$ cat config.mk
export PLATFORM = sky130hd
export DESIGN_NAME = exu_top
export DESIGN_NICKNAME = d
export VERILOG_FILES = /design/src/hw/exu_data_pkg.sv /design/src/hw/exu_op_pkg.sv /design/src/hw/exu_top.sv /design/src/hw/exu_hilo_wb.sv /design/src/hw/exu_div.sv /design/src/hw/exu_mul.sv /design/src/hw/exu_alu.sv /design/src/hw/exu_issue.sv
export SDC_FILE = /design/constraint.sdc
export NUM_CORES = 2
export LEC_CHECK = 0
export ABC_AREA = 0
export BUFFER_PORTS_ARGS = -buffer_cell sky130_fd_sc_hd__buf_2
export CAP_MARGIN = 20
export CORE_ASPECT_RATIO = 0.6
export CORE_MARGIN = 5
export CORE_UTILIZATION = 25
export DETAILED_ROUTE_END_ITERATION = 10
export PLACE_DENSITY = 0.42
export RECOVER_POWER = 100
export SLEW_MARGIN = 20
export SYNTH_ARGS = -nofsm -noshare
export SYNTH_HDL_FRONTEND = slang
export SYNTH_SLANG_ARGS = --single-unit
$ cat constraint.sdc
create_clock -name clk -period 25 [get_ports clk]
set_input_delay 5 -clock clk [delete_from_list [all_inputs] [get_ports clk]]
set_output_delay 5 -clock clk [all_outputs]
set_load 0.02 [all_outputs]
$ cat src/hw/exu_data_pkg.sv
package exu_data_pkg;

    localparam int XLEN  = 32;
    localparam int TAG_W = 4;

    // result as seen at the output of the unit
    typedef struct packed {
        logic [TAG_W-1:0] tag;
        logic [XLEN-1:0]  data;
        logic             ovf;  // add/sub signed overflow
    } exu_res_t;

    typedef struct packed {
        logic [XLEN-1:0] hi;
        logic [XLEN-1:0] lo;
    } exu_hilo_t;

    // start word shared by multiplier and divider
    typedef struct packed {
        logic            op_signed;
        logic [XLEN-1:0] a;
        logic [XLEN-1:0] b;
        logic            is_div;    // selects the divider
    } exu_md_start_t;

endpackage
$ cat src/hw/exu_op_pkg.sv
package exu_op_pkg;

    // one code per supported instruction
    typedef enum logic [4:0] {
        OP_ADD   = 5'd0,
        OP_ADDU  = 5'd1,
        OP_SUB   = 5'd2,
        OP_SUBU  = 5'd3,
        OP_SLT   = 5'd4,
        OP_SLTU  = 5'd5,
        OP_AND   = 5'd6,
        OP_OR    = 5'd7,
        OP_NOR   = 5'd8,
        OP_XOR   = 5'd9,
        OP_SLL   = 5'd10,
        OP_SRL   = 5'd11,
        OP_SRA   = 5'd12,
        OP_LUI   = 5'd13,
        OP_MULT  = 5'd14,
        OP_MULTU = 5'd15,
        OP_DIV   = 5'd16,
        OP_DIVU  = 5'd17,
        OP_MFHI  = 5'd18,
        OP_MFLO  = 5'd19,
        OP_MTHI  = 5'd20,
        OP_MTLO  = 5'd21
    } exu_op_e;

    typedef enum logic [1:0] {
        CLS_ALU       = 2'd0,
        CLS_MULDIV    = 2'd1,
        CLS_HILO_MOVE = 2'd2, // mthi, mtlo
        CLS_HILO_READ = 2'd3  // mfhi, mflo
    } exu_class_e;

    typedef struct packed {
        exu_op_e                        op;
        logic [exu_data_pkg::XLEN-1:0]  src1;
        logic [exu_data_pkg::XLEN-1:0]  src2;
        logic [exu_data_pkg::TAG_W-1:0] tag;  // echoed back with the result
    } exu_req_t;

endpackage

$ cat src/hw/exu_top.sv
`timescale 1ns/1ps

module exu_top #(
    parameter int MUL_STAGES = 3
) (
    input  logic                   clk,
    input  logic                   reset,
    input  logic                   req_valid,
    input  exu_op_pkg::exu_req_t   req,
    input  logic                   flush,
    output logic                   res_valid,
    output exu_data_pkg::exu_res_t res,
    output logic                   busy,
    output logic                   reject,
    output logic                   muldiv_done
);
    import exu_op_pkg::*;
    import exu_data_pkg::*;

    logic            alu_valid;
    exu_req_t        alu_req;
    logic            md_start;
    exu_md_start_t   md_word;
    logic            hilo_valid;
    exu_req_t        hilo_req;
    logic [XLEN-1:0] alu_data;
    logic            alu_ovf;
    logic            mul_done;
    exu_hilo_t       mul_hilo;
    logic            div_done;
    exu_hilo_t       div_hilo;

    exu_issue #(
        .MUL_STAGES (MUL_STAGES)
    ) i_exu_issue (
        .clk         (clk),
        .reset       (reset),
        .req_valid   (req_valid),
        .req         (req),
        .flush       (flush),
        .muldiv_done (muldiv_done),  // releases busy
        .alu_valid   (alu_valid),
        .alu_req     (alu_req),
        .md_start    (md_start),
        .md_word     (md_word),
        .hilo_valid  (hilo_valid),
        .hilo_req    (hilo_req),
        .busy        (busy),
        .reject      (reject)
    );

    exu_alu i_exu_alu (
        .alu_req (alu_req),
        .data    (alu_data),
        .ovf     (alu_ovf)
    );

    exu_mul #(
        .MUL_STAGES (MUL_STAGES)
    ) i_exu_mul (
        .clk      (clk),
        .reset    (reset),
        .flush    (flush),
        .md_start (md_start),
        .md_word  (md_word),
        .mul_done (mul_done),
        .mul_hilo (mul_hilo)
    );

    exu_div i_exu_div (
        .clk      (clk),
        .reset    (reset),
        .flush    (flush),
        .md_start (md_start),
        .md_word  (md_word),
        .div_done (div_done),
        .div_hilo (div_hilo)
    );

    exu_hilo_wb i_exu_hilo_wb (
        .clk         (clk),
        .reset       (reset),
        .alu_valid   (alu_valid),
        .alu_tag     (alu_req.tag),
        .alu_data    (alu_data),
        .alu_ovf     (alu_ovf),
        .hilo_valid  (hilo_valid),
        .hilo_req    (hilo_req),
        .mul_done    (mul_done),
        .mul_hilo    (mul_hilo),
        .div_done    (div_done),
        .div_hilo    (div_hilo),
        .res_valid   (res_valid),
        .res         (res),
        .muldiv_done (muldiv_done)
    );

endmodule

$ cat src/hw/exu_hilo_wb.sv
`timescale 1ns/1ps

module exu_hilo_wb (
    input  logic                           clk,
    input  logic                           reset,
    input  logic                           alu_valid,
    input  logic [exu_data_pkg::TAG_W-1:0] alu_tag,
    input  logic [exu_data_pkg::XLEN-1:0]  alu_data,
    input  logic                           alu_ovf,
    input  logic                           hilo_valid,
    input  exu_op_pkg::exu_req_t           hilo_req,
    input  logic                           mul_done,
    input  exu_data_pkg::exu_hilo_t        mul_hilo,
    input  logic                           div_done,
    input  exu_data_pkg::exu_hilo_t        div_hilo,
    output logic                           res_valid,
    output exu_data_pkg::exu_res_t         res,
    output logic                           muldiv_done
);
    import exu_op_pkg::*;
    import exu_data_pkg::*;

    exu_hilo_t hilo_q;
    logic      is_read;
    logic      wr_hi;
    logic      wr_lo;

    assign is_read = hilo_valid && hilo_req.op inside {OP_MFHI, OP_MFLO};
    assign wr_hi   = hilo_valid && hilo_req.op == OP_MTHI;
    assign wr_lo   = hilo_valid && hilo_req.op == OP_MTLO;

    always_ff @(posedge clk) begin
        if (reset) begin
            hilo_q <= '0;
        end else if (mul_done) begin
            hilo_q <= mul_hilo;
        end else if (div_done) begin
            hilo_q <= div_hilo;  // remainder in hi, quotient in lo
        end else if (wr_hi) begin
            hilo_q.hi <= hilo_req.src1;
        end else if (wr_lo) begin
            hilo_q.lo <= hilo_req.src1;
        end
    end

    always_ff @(posedge clk) begin
        if (reset) begin
            res_valid   <= 1'b0;
            muldiv_done <= 1'b0;
        end else begin
            res_valid   <= alu_valid || is_read;  // one source per cycle
            muldiv_done <= mul_done || div_done;
        end
    end

    always_ff @(posedge clk) begin
        if (alu_valid) begin
            res.tag  <= alu_tag;
            res.data <= alu_data;
            res.ovf  <= alu_ovf;
        end else if (is_read) begin
            res.tag  <= hilo_req.tag;
            res.data <= (hilo_req.op == OP_MFHI) ? hilo_q.hi : hilo_q.lo;
            res.ovf  <= 1'b0;
        end
    end

    // only one long op may be in flight
    a_single_done: assert property (@(posedge clk) disable iff (reset)
        !(mul_done && div_done));

endmodule

$ cat src/hw/exu_div.sv
`timescale 1ns/1ps

module exu_div (
    input  logic                        clk,
    input  logic                        reset,
    input  logic                        flush,
    input  logic                        md_start,
    input  exu_data_pkg::exu_md_start_t md_word,
    output logic                        div_done,
    output exu_data_pkg::exu_hilo_t     div_hilo
);
    import exu_data_pkg::*;

    localparam int MSB      = XLEN - 1;
    localparam int DIV_LAST = XLEN + 1;  // fix-up step after the iterations
    localparam int CNT_W    = $clog2(DIV_LAST + 1);

    logic             take;
    logic             iterate;
    logic [XLEN-1:0]  a_mag;
    logic [XLEN-1:0]  b_mag;
    logic [CNT_W-1:0] cnt_q;
    logic [XLEN-1:0]  rem_q;
    logic [XLEN-1:0]  quo_q;
    logic [XLEN-1:0]  dvs_q;
    logic             neg_quo_q;
    logic             neg_rem_q;
    logic [XLEN:0]    rem_sh;
    logic [XLEN+1:0]  diff;

    assign take    = md_start && md_word.is_div && !flush;
    assign iterate = cnt_q != '0 && cnt_q != CNT_W'(DIV_LAST);
    assign a_mag   = (md_word.op_signed && md_word.a[MSB]) ? -md_word.a : md_word.a;
    assign b_mag   = (md_word.op_signed && md_word.b[MSB]) ? -md_word.b : md_word.b;

    // next dividend bit shifted into the partial remainder
    assign rem_sh = {rem_q, quo_q[MSB]};
    assign diff   = {1'b0, rem_sh} - {2'b00, dvs_q};

    always_ff @(posedge clk) begin
        if (reset || flush) begin
            cnt_q <= '0;
        end else if (take) begin
            cnt_q <= CNT_W'(1);
        end else if (cnt_q == CNT_W'(DIV_LAST)) begin
            cnt_q <= '0;
        end else if (cnt_q != '0) begin
            cnt_q <= cnt_q + 1'b1;
        end
    end

    always_ff @(posedge clk) begin
        if (take) begin
            rem_q     <= '0;
            quo_q     <= a_mag;  // quotient bits replace dividend bits
            dvs_q     <= b_mag;
            neg_quo_q <= md_word.op_signed && (md_word.a[MSB] ^ md_word.b[MSB]);
            neg_rem_q <= md_word.op_signed && md_word.a[MSB];
        end else if (iterate) begin
            if (!diff[XLEN+1]) begin
                rem_q <= diff[XLEN-1:0];
                quo_q <= {quo_q[XLEN-2:0], 1'b1};
            end else begin
                rem_q <= rem_sh[XLEN-1:0];  // restore
                quo_q <= {quo_q[XLEN-2:0], 1'b0};
            end
        end
    end

    // sign fix-up during the last step
    assign div_done    = cnt_q == CNT_W'(DIV_LAST);
    assign div_hilo.hi = neg_rem_q ? -rem_q : rem_q;
    assign div_hilo.lo = neg_quo_q ? -quo_q : quo_q;

    // a new divide only arrives at an idle divider
    a_start_idle: assert property (@(posedge clk) disable iff (reset)
        take |-> cnt_q == '0);

endmodule

$ cat src/hw/exu_mul.sv
`timescale 1ns/1ps

module exu_mul #(
    parameter int MUL_STAGES = 3
) (
    input  logic                        clk,
    input  logic                        reset,
    input  logic                        flush,
    input  logic                        md_start,
    input  exu_data_pkg::exu_md_start_t md_word,
    output logic                        mul_done,
    output exu_data_pkg::exu_hilo_t     mul_hilo
);
    import exu_data_pkg::*;

    localparam int MSB  = XLEN - 1;
    localparam int LAST = MUL_STAGES - 1;

    logic                  take;
    logic [XLEN-1:0]       a_mag;
    logic [XLEN-1:0]       b_mag;
    logic                  neg_in;
    logic [MUL_STAGES-1:0] vld_q;
    logic [MUL_STAGES-1:0] neg_q;
    logic [2*XLEN-1:0]     prod_q [MUL_STAGES];
    logic [2*XLEN-1:0]     prod_out;

    assign take   = md_start && !md_word.is_div && !flush;
    assign a_mag  = (md_word.op_signed && md_word.a[MSB]) ? -md_word.a : md_word.a;
    assign b_mag  = (md_word.op_signed && md_word.b[MSB]) ? -md_word.b : md_word.b;
    assign neg_in = md_word.op_signed && (md_word.a[MSB] ^ md_word.b[MSB]);

    always_ff @(posedge clk) begin
        if (reset || flush) begin
            vld_q <= '0;  // kills any product in flight
        end else begin
            vld_q[0] <= take;
            for (int i = 1; i < MUL_STAGES; i++) begin
                vld_q[i] <= vld_q[i-1];
            end
        end
    end

    // product enters stage 0, retiming spreads it over the chain
    always_ff @(posedge clk) begin
        prod_q[0] <= a_mag * b_mag;
        neg_q[0]  <= neg_in;
        for (int i = 1; i < MUL_STAGES; i++) begin
            prod_q[i] <= prod_q[i-1];
            neg_q[i]  <= neg_q[i-1];
        end
    end

    assign prod_out = neg_q[LAST] ? -prod_q[LAST] : prod_q[LAST];
    assign mul_done = vld_q[LAST];
    assign mul_hilo = prod_out;  // upper half lands in hi

    a_one_in_flight: assert property (@(posedge clk) disable iff (reset)
        $onehot0(vld_q));

endmodule

$ cat src/hw/exu_alu.sv
`timescale 1ns/1ps

module exu_alu (
    input  exu_op_pkg::exu_req_t          alu_req,
    output logic [exu_data_pkg::XLEN-1:0] data,
    output logic                          ovf
);
    import exu_op_pkg::*;
    import exu_data_pkg::*;

    localparam int MSB   = XLEN - 1;
    localparam int SH_W  = $clog2(XLEN);
    localparam int HALF  = XLEN / 2;

    logic [XLEN-1:0]   a;
    logic [XLEN-1:0]   b;
    logic [XLEN-1:0]   b_in;
    logic [XLEN-1:0]   sum;
    logic              cout;
    logic              is_sub;
    logic              lt_s;
    logic              lt_u;
    logic [SH_W-1:0]   shamt;
    logic [2*XLEN-1:0] sr_wide;

    assign a      = alu_req.src1;
    assign b      = alu_req.src2;
    assign is_sub = alu_req.op inside {OP_SUB, OP_SUBU, OP_SLT, OP_SLTU};

    // one adder for add, sub and both compares
    assign b_in          = is_sub ? ~b : b;
    assign {cout, sum}   = {1'b0, a} + {1'b0, b_in} + {{XLEN{1'b0}}, is_sub};

    assign lt_s = (a[MSB] & ~b[MSB]) | (~(a[MSB] ^ b[MSB]) & sum[MSB]);
    assign lt_u = ~cout;  // borrow out of a - b

    assign shamt   = a[SH_W-1:0];  // shift amount comes from src1
    assign sr_wide = {{XLEN{alu_req.op == OP_SRA && b[MSB]}}, b} >> shamt;

    always_comb begin
        case (alu_req.op)
            OP_ADD, OP_ADDU, OP_SUB, OP_SUBU: data = sum;
            OP_SLT:  data = {{(XLEN-1){1'b0}}, lt_s};
            OP_SLTU: data = {{(XLEN-1){1'b0}}, lt_u};
            OP_AND:  data = a & b;
            OP_OR:   data = a | b;
            OP_NOR:  data = ~(a | b);
            OP_XOR:  data = a ^ b;
            OP_SLL:  data = b << shamt;
            OP_SRL, OP_SRA: data = sr_wide[XLEN-1:0];
            OP_LUI:  data = {b[HALF-1:0], {HALF{1'b0}}};
            default: data = '0;  // mul/div and moves handled elsewhere
        endcase
    end

    // signed overflow, add and sub only
    always_comb begin
        case (alu_req.op)
            OP_ADD:  ovf = (a[MSB] == b[MSB]) && (sum[MSB] != a[MSB]);
            OP_SUB:  ovf = (a[MSB] != b[MSB]) && (sum[MSB] != a[MSB]);
            default: ovf = 1'b0;
        endcase
    end

endmodule

$ cat src/hw/exu_issue.sv
`timescale 1ns/1ps

module exu_issue #(
    parameter int MUL_STAGES = 3
) (
    input  logic                        clk,
    input  logic                        reset,
    input  logic                        req_valid,
    input  exu_op_pkg::exu_req_t        req,
    input  logic                        flush,
    input  logic                        muldiv_done,
    output logic                        alu_valid,
    output exu_op_pkg::exu_req_t        alu_req,
    output logic                        md_start,
    output exu_data_pkg::exu_md_start_t md_word,
    output logic                        hilo_valid,
    output exu_op_pkg::exu_req_t        hilo_req,
    output logic                        busy,
    output logic                        reject
);
    import exu_op_pkg::*;
    import exu_data_pkg::*;

    localparam int MUL_LAT  = MUL_STAGES + 1;  // md_start to muldiv_done
    localparam int DIV_LAT  = XLEN + 2;
    localparam int BUSY_MAX = (MUL_LAT > DIV_LAT) ? MUL_LAT : DIV_LAT;
    localparam int CNT_W    = $clog2(BUSY_MAX + 1);

    exu_class_e       req_cls;
    exu_req_t         req_q;
    logic             accept_md;
    logic             md_is_div_q;
    logic [CNT_W-1:0] busy_cnt;

    function automatic exu_class_e classify(input exu_op_e op);
        case (op)
            OP_MULT, OP_MULTU, OP_DIV, OP_DIVU: classify = CLS_MULDIV;
            OP_MTHI, OP_MTLO:                   classify = CLS_HILO_MOVE;
            OP_MFHI, OP_MFLO:                   classify = CLS_HILO_READ;
            default:                            classify = CLS_ALU;
        endcase
    endfunction

    assign req_cls   = classify(req.op);
    assign accept_md = req_valid && req_cls == CLS_MULDIV && !busy;

    always_ff @(posedge clk) begin
        if (reset) begin
            alu_valid   <= 1'b0;
            md_start    <= 1'b0;
            hilo_valid  <= 1'b0;
            reject      <= 1'b0;
            busy        <= 1'b0;
            busy_cnt    <= '0;
            md_is_div_q <= 1'b0;
        end else begin
            alu_valid  <= req_valid && req_cls == CLS_ALU;  // never blocked
            md_start   <= accept_md;
            hilo_valid <= req_valid && !busy && req_cls inside {CLS_HILO_MOVE, CLS_HILO_READ};
            reject     <= req_valid && busy && req_cls != CLS_ALU;
            busy       <= accept_md || (busy && !muldiv_done && !flush);
            if (accept_md) begin
                busy_cnt    <= '0;
                md_is_div_q <= req.op inside {OP_DIV, OP_DIVU};
            end else if (busy && busy_cnt != CNT_W'(BUSY_MAX)) begin
                busy_cnt <= busy_cnt + 1'b1;
            end
        end
    end

    always_ff @(posedge clk) begin
        if (req_valid) begin
            req_q <= req;
        end
    end

    assign alu_req           = req_q;
    assign hilo_req          = req_q;
    assign md_word.op_signed = req_q.op inside {OP_MULT, OP_DIV};
    assign md_word.a         = req_q.src1;
    assign md_word.b         = req_q.src2;
    assign md_word.is_div    = req_q.op inside {OP_DIV, OP_DIVU};

    // completion comes back exactly at the unit latency
    a_done_latency: assert property (@(posedge clk) disable iff (reset)
        muldiv_done |-> busy && busy_cnt == (md_is_div_q ? CNT_W'(DIV_LAT) : CNT_W'(MUL_LAT)));

endmodule

==> out/results.txt <==
Counting flops with an async set or reset pin after synthesis yields a share of 0%. Clock tree synthesis selected as its root buffer the cell clkbuf_16. For the largest net degree at the start of global routing, the log shows 79. The capture instance of the worst register-to-register path was i_exu_mul.prod_q[0][58]. Setup repair after global routing left no endpoint under its margin. For this run, the detailed router's first-pass iteration total came to 6. The tools report the count of hold-fix buffers inserted at cts as 0.

The number of nets handed over by synthesis was 8167. The die covers 252000 µm². The reg-to-reg startpoint is i_exu_issue.alu_req[4]. Measured against its own limit, the worst slew margin works out to -152%. For the worst-skew pair, the clock arrives at the later sink with an insertion delay of 690 ps. The total standard cell area after synthesis came out at 60300 µm².

TritonCTS built the clock tree. The largest fanout on the critical path is 33, and the flip-flop and latch count after synthesis is 483. For this design, the slowest cell found on the critical path is clkbuf_1. The horizontal die dimension was 644 µm; the final net count was 8157. The routed length per instance was 28.5 µm.

Number of cells on the critical path: 28. After global routing the overflow that remains totals 0. Sorting the synthesized cells by area gives the leading types as fa_1, dfxtp_1, edfxtp_1.

Derived from the worst setup path, the maximum achievable clock frequency is 63.0 MHz. The final critical path time including I/O delays and setup came out at 15870 ps. Together, buffers and inverters on the worst path number 3.

The clock passes through at most 3 buffers. Across the run, the number of max-cap violations was 38. The global routing usage summed across all routing layers was 22.2%; the fill cell total of the finished layout was 25.7k. The number of distinct library cells after synthesis is 93. Cell depth of the worst flop-to-flop path: 28.

For this run, the slowest stage of the critical path takes 2420 ps. TritonCTS created 47 clock buffers. The primary flip-flop cell chosen by synthesis mapping is dfxtp_1. STA classifies the critical path endpoint as a flip-flop.

The run gives 9130 ps as the worst-case register-to-register setup slack. For the placed instance area, the log shows 65800 µm². The total half-perimeter wirelength after legalization and detailed placement is 226000 µm, and the clock tree skew after final layout is 40.9 ps. The core region is 240000 µm². The commonest cells after synthesis are inv_1, fa_1, nor2_1. STA puts the critical path data required time at 25580 ps. 118 I/O pins were placed.

STA classifies the critical path startpoint as a flip-flop. The post-route clock period utilization is 63.5%, and the data arrival time of the critical path is 16450 ps. Once the floorplan was initialized, standard cells occupied 25.2% of the core. The checks that failed: max-capacitance violations, max-slew violations.

The logs give 50.9k for the via count and 0 ps for the setup TNS after final layout. The flow ran to the end, but the final reports show violations. Counting flops with a built-in enable in the synthesized netlist gives 176.

Cells fill 28.0% of the core in the end. For the pin with the worst max-slew slack, the measured transition is 3780 ps. For the number of slew-limit violations in the final report, the log shows 978. The clock net in this run drives a total of 483 sinks. For this run, the number of Yosys warnings is 0. Setup violations remaining at the end of the flow were counted as 0. The tools report the end point of the critical path as i_exu_mul.prod_q[0][58].

During placement, the flow inserted port buffers numbering 117. The initial antenna violation count came out at 38. The number of gates resized after CTS was 0. The sequential-to-total area share from yosys stat was 19.0%.

The first global-routing pass estimated 398000 µm of wire. The tools report the number of standard cells in the layout, taps in and fillers out as 9999. The class of the most critical hold timing path is reg -> reg. Clock-pin slew on the worst setup and hold paths: 90 ps.

Each instance of the synthesized netlist takes up on average 8.88 µm². The worst setup path startpoint is i_exu_issue.alu_req[4]. Cells with a size suffix above 1 make up 7.16% of the layout. In this run the number of H-tree levels came out at 2. In this run the remaining antenna-violating nets after routing total 0. In the synthesized netlist, the number of instances is 6791. The cell type with the highest occurrence count on the critical path was fa_1. Buffers added to address setup during post-CTS repair amount to 0. After detailed routing, the number of vias per cell comes to 5.09.

The routed design has 285000 µm of wire. inv_1 is the most common cell in the netlist. Largest delay contributor family on the critical path: buffers and inverters. The cell area after layout is 67200 µm², and the area overhead of the layout relative to synthesis is 11.4%.

The placement row count is 139. Detailed router's first-iteration violation count: 6120. The category of the most critical setup path was reg -> reg. The congestion estimate from routability-driven global placement came to 0.964. In this run the biggest area consumer among cell types represents 29.8% of the synthesized area.

For this run, design rule violations remaining after detail routing come to 0. The count of endpoints failing hold in the final timing report was 0; the number of cells after detailed placement was 9904. The floorplan step set the die height to 390 µm. The cell taking the most area after synthesis is fa_1. For the number of global-route vias before repair, the log shows 49.6k.
metal layers:
| layer | vias up | track usage [%] | part of all wire (%) |
|---|---|---|---|
| met2 | 2430 | 27.6 | 36 |
| met4 | 2 | 2.52 | 1.2 |
| met5 | - | 0 | 0.0046 |
| met1 | 26500 | 36.6 | 51 |
| li1 | 21800 | - | - |
| met3 | 166 | 7.31 | 12 |
per-stage QoR:
step                      hold WS (ps)  setup WS [ps]
after floorplan                    310          14490
after global placement             310          10850
after detailed placement           312          11550
after CTS                          308          11510
after global routing               322           9000
final                              324           9130
cell type report:
cell class	count	area [µm²]	share of cell area, %
clock buffers	62	1360	2.03
clock inverters	26	255	0.380
inverters	1052	3950	5.89
repair buffers	327	1940	2.88
well taps	3172	3970	5.91
multi-input cells	4870	44200	65.9
diodes	7	17.5	0.0261
flip-flops and latches	483	11400	17.0
logic make-up (layout without fill, tap and decap cells):
kind of cell / Yosys count / count (layout) / share of synthesized area (%)
compound gates: 1032 / 1032 / 10.9
simple gates: 1995 / 1995 / 13.9
other cells: 0 / 7 / 0
fa+ha+maj: 1299 / 1299 / 38.1
buf+inv: 1438 / 1467 / 9.01
xor+xnor: 362 / 362 / 5.26
mux: 182 / 182 / 3.85
flops: 483 / 483 / 19.0
worst register-to-register path: cells and delay by family, from the launching register on:
| kind | cells | cell delay [ps] |
|---|---|---|
| compound gates | 5 | 3140 |
| xor+xnor | 2 | 290 |
| fa+ha+maj | 9 | 4570 |
| buf+inv | 3 | 4600 |
| flops | 1 | 320 |
| simple gates | 9 | 2880 |
cell usage in the layout (no fill, tap or decap), types with 55 or more instances in the layout:
cell type	count
o21ai_0	266
inv_1	1039
nor2_1	855
buf_2	66
xnor2_2	59
mux2i_1	140
a21oi_1	275
nand3_1	57
nand2_1	770
a21o_1	59
dfxtp_1	305
fa_1	898
clkbuf_1	98
nor3_1	55
buf_4	167
edfxtp_1	176
xnor2_1	160
xor2_1	128
ha_1	401
worst min path at each step:
stage / startpoint / to / cells after the start
finish: i_exu_mul.prod_q[0][87] / i_exu_mul.prod_q[0][151] / 0
detailed placement: i_exu_mul.prod_q[0][65] / i_exu_mul.prod_q[0][129] / 0
floorplan: i_exu_mul.neg_q[0] / i_exu_mul.neg_q[1] / 0
global route: i_exu_mul.prod_q[0][46] / i_exu_mul.prod_q[0][110] / 0
global placement: i_exu_mul.prod_q[0][72] / i_exu_mul.prod_q[0][136] / 0
CTS: i_exu_mul.prod_q[0][44] / i_exu_mul.prod_q[0][108] / 0
registers in the layout (all words and copies together) (netlist names):
name and count:
i_exu_mul.prod_q 192, i_exu_issue.alu_req 73, i_exu_hilo_wb.hilo_q 64, i_exu_hilo_wb.res 37
i_exu_div.dvs_q 32, i_exu_div.quo_q 32, i_exu_div.rem_q 32, i_exu_div.cnt_q 6
i_exu_mul.neg_q 3, i_exu_mul.vld_q 3, i_exu_div.neg_quo_q 1, i_exu_div.neg_rem_q 1
i_exu_hilo_wb.muldiv_done 1, i_exu_hilo_wb.res_valid 1, i_exu_issue.alu_valid 1, i_exu_issue.busy 1
i_exu_issue.hilo_valid 1, i_exu_issue.md_start 1, i_exu_issue.reject 1
Power is left out: the tool's default activity adds up to more than one toggle a clock period on the data nets, which glitch-free logic cannot reach.
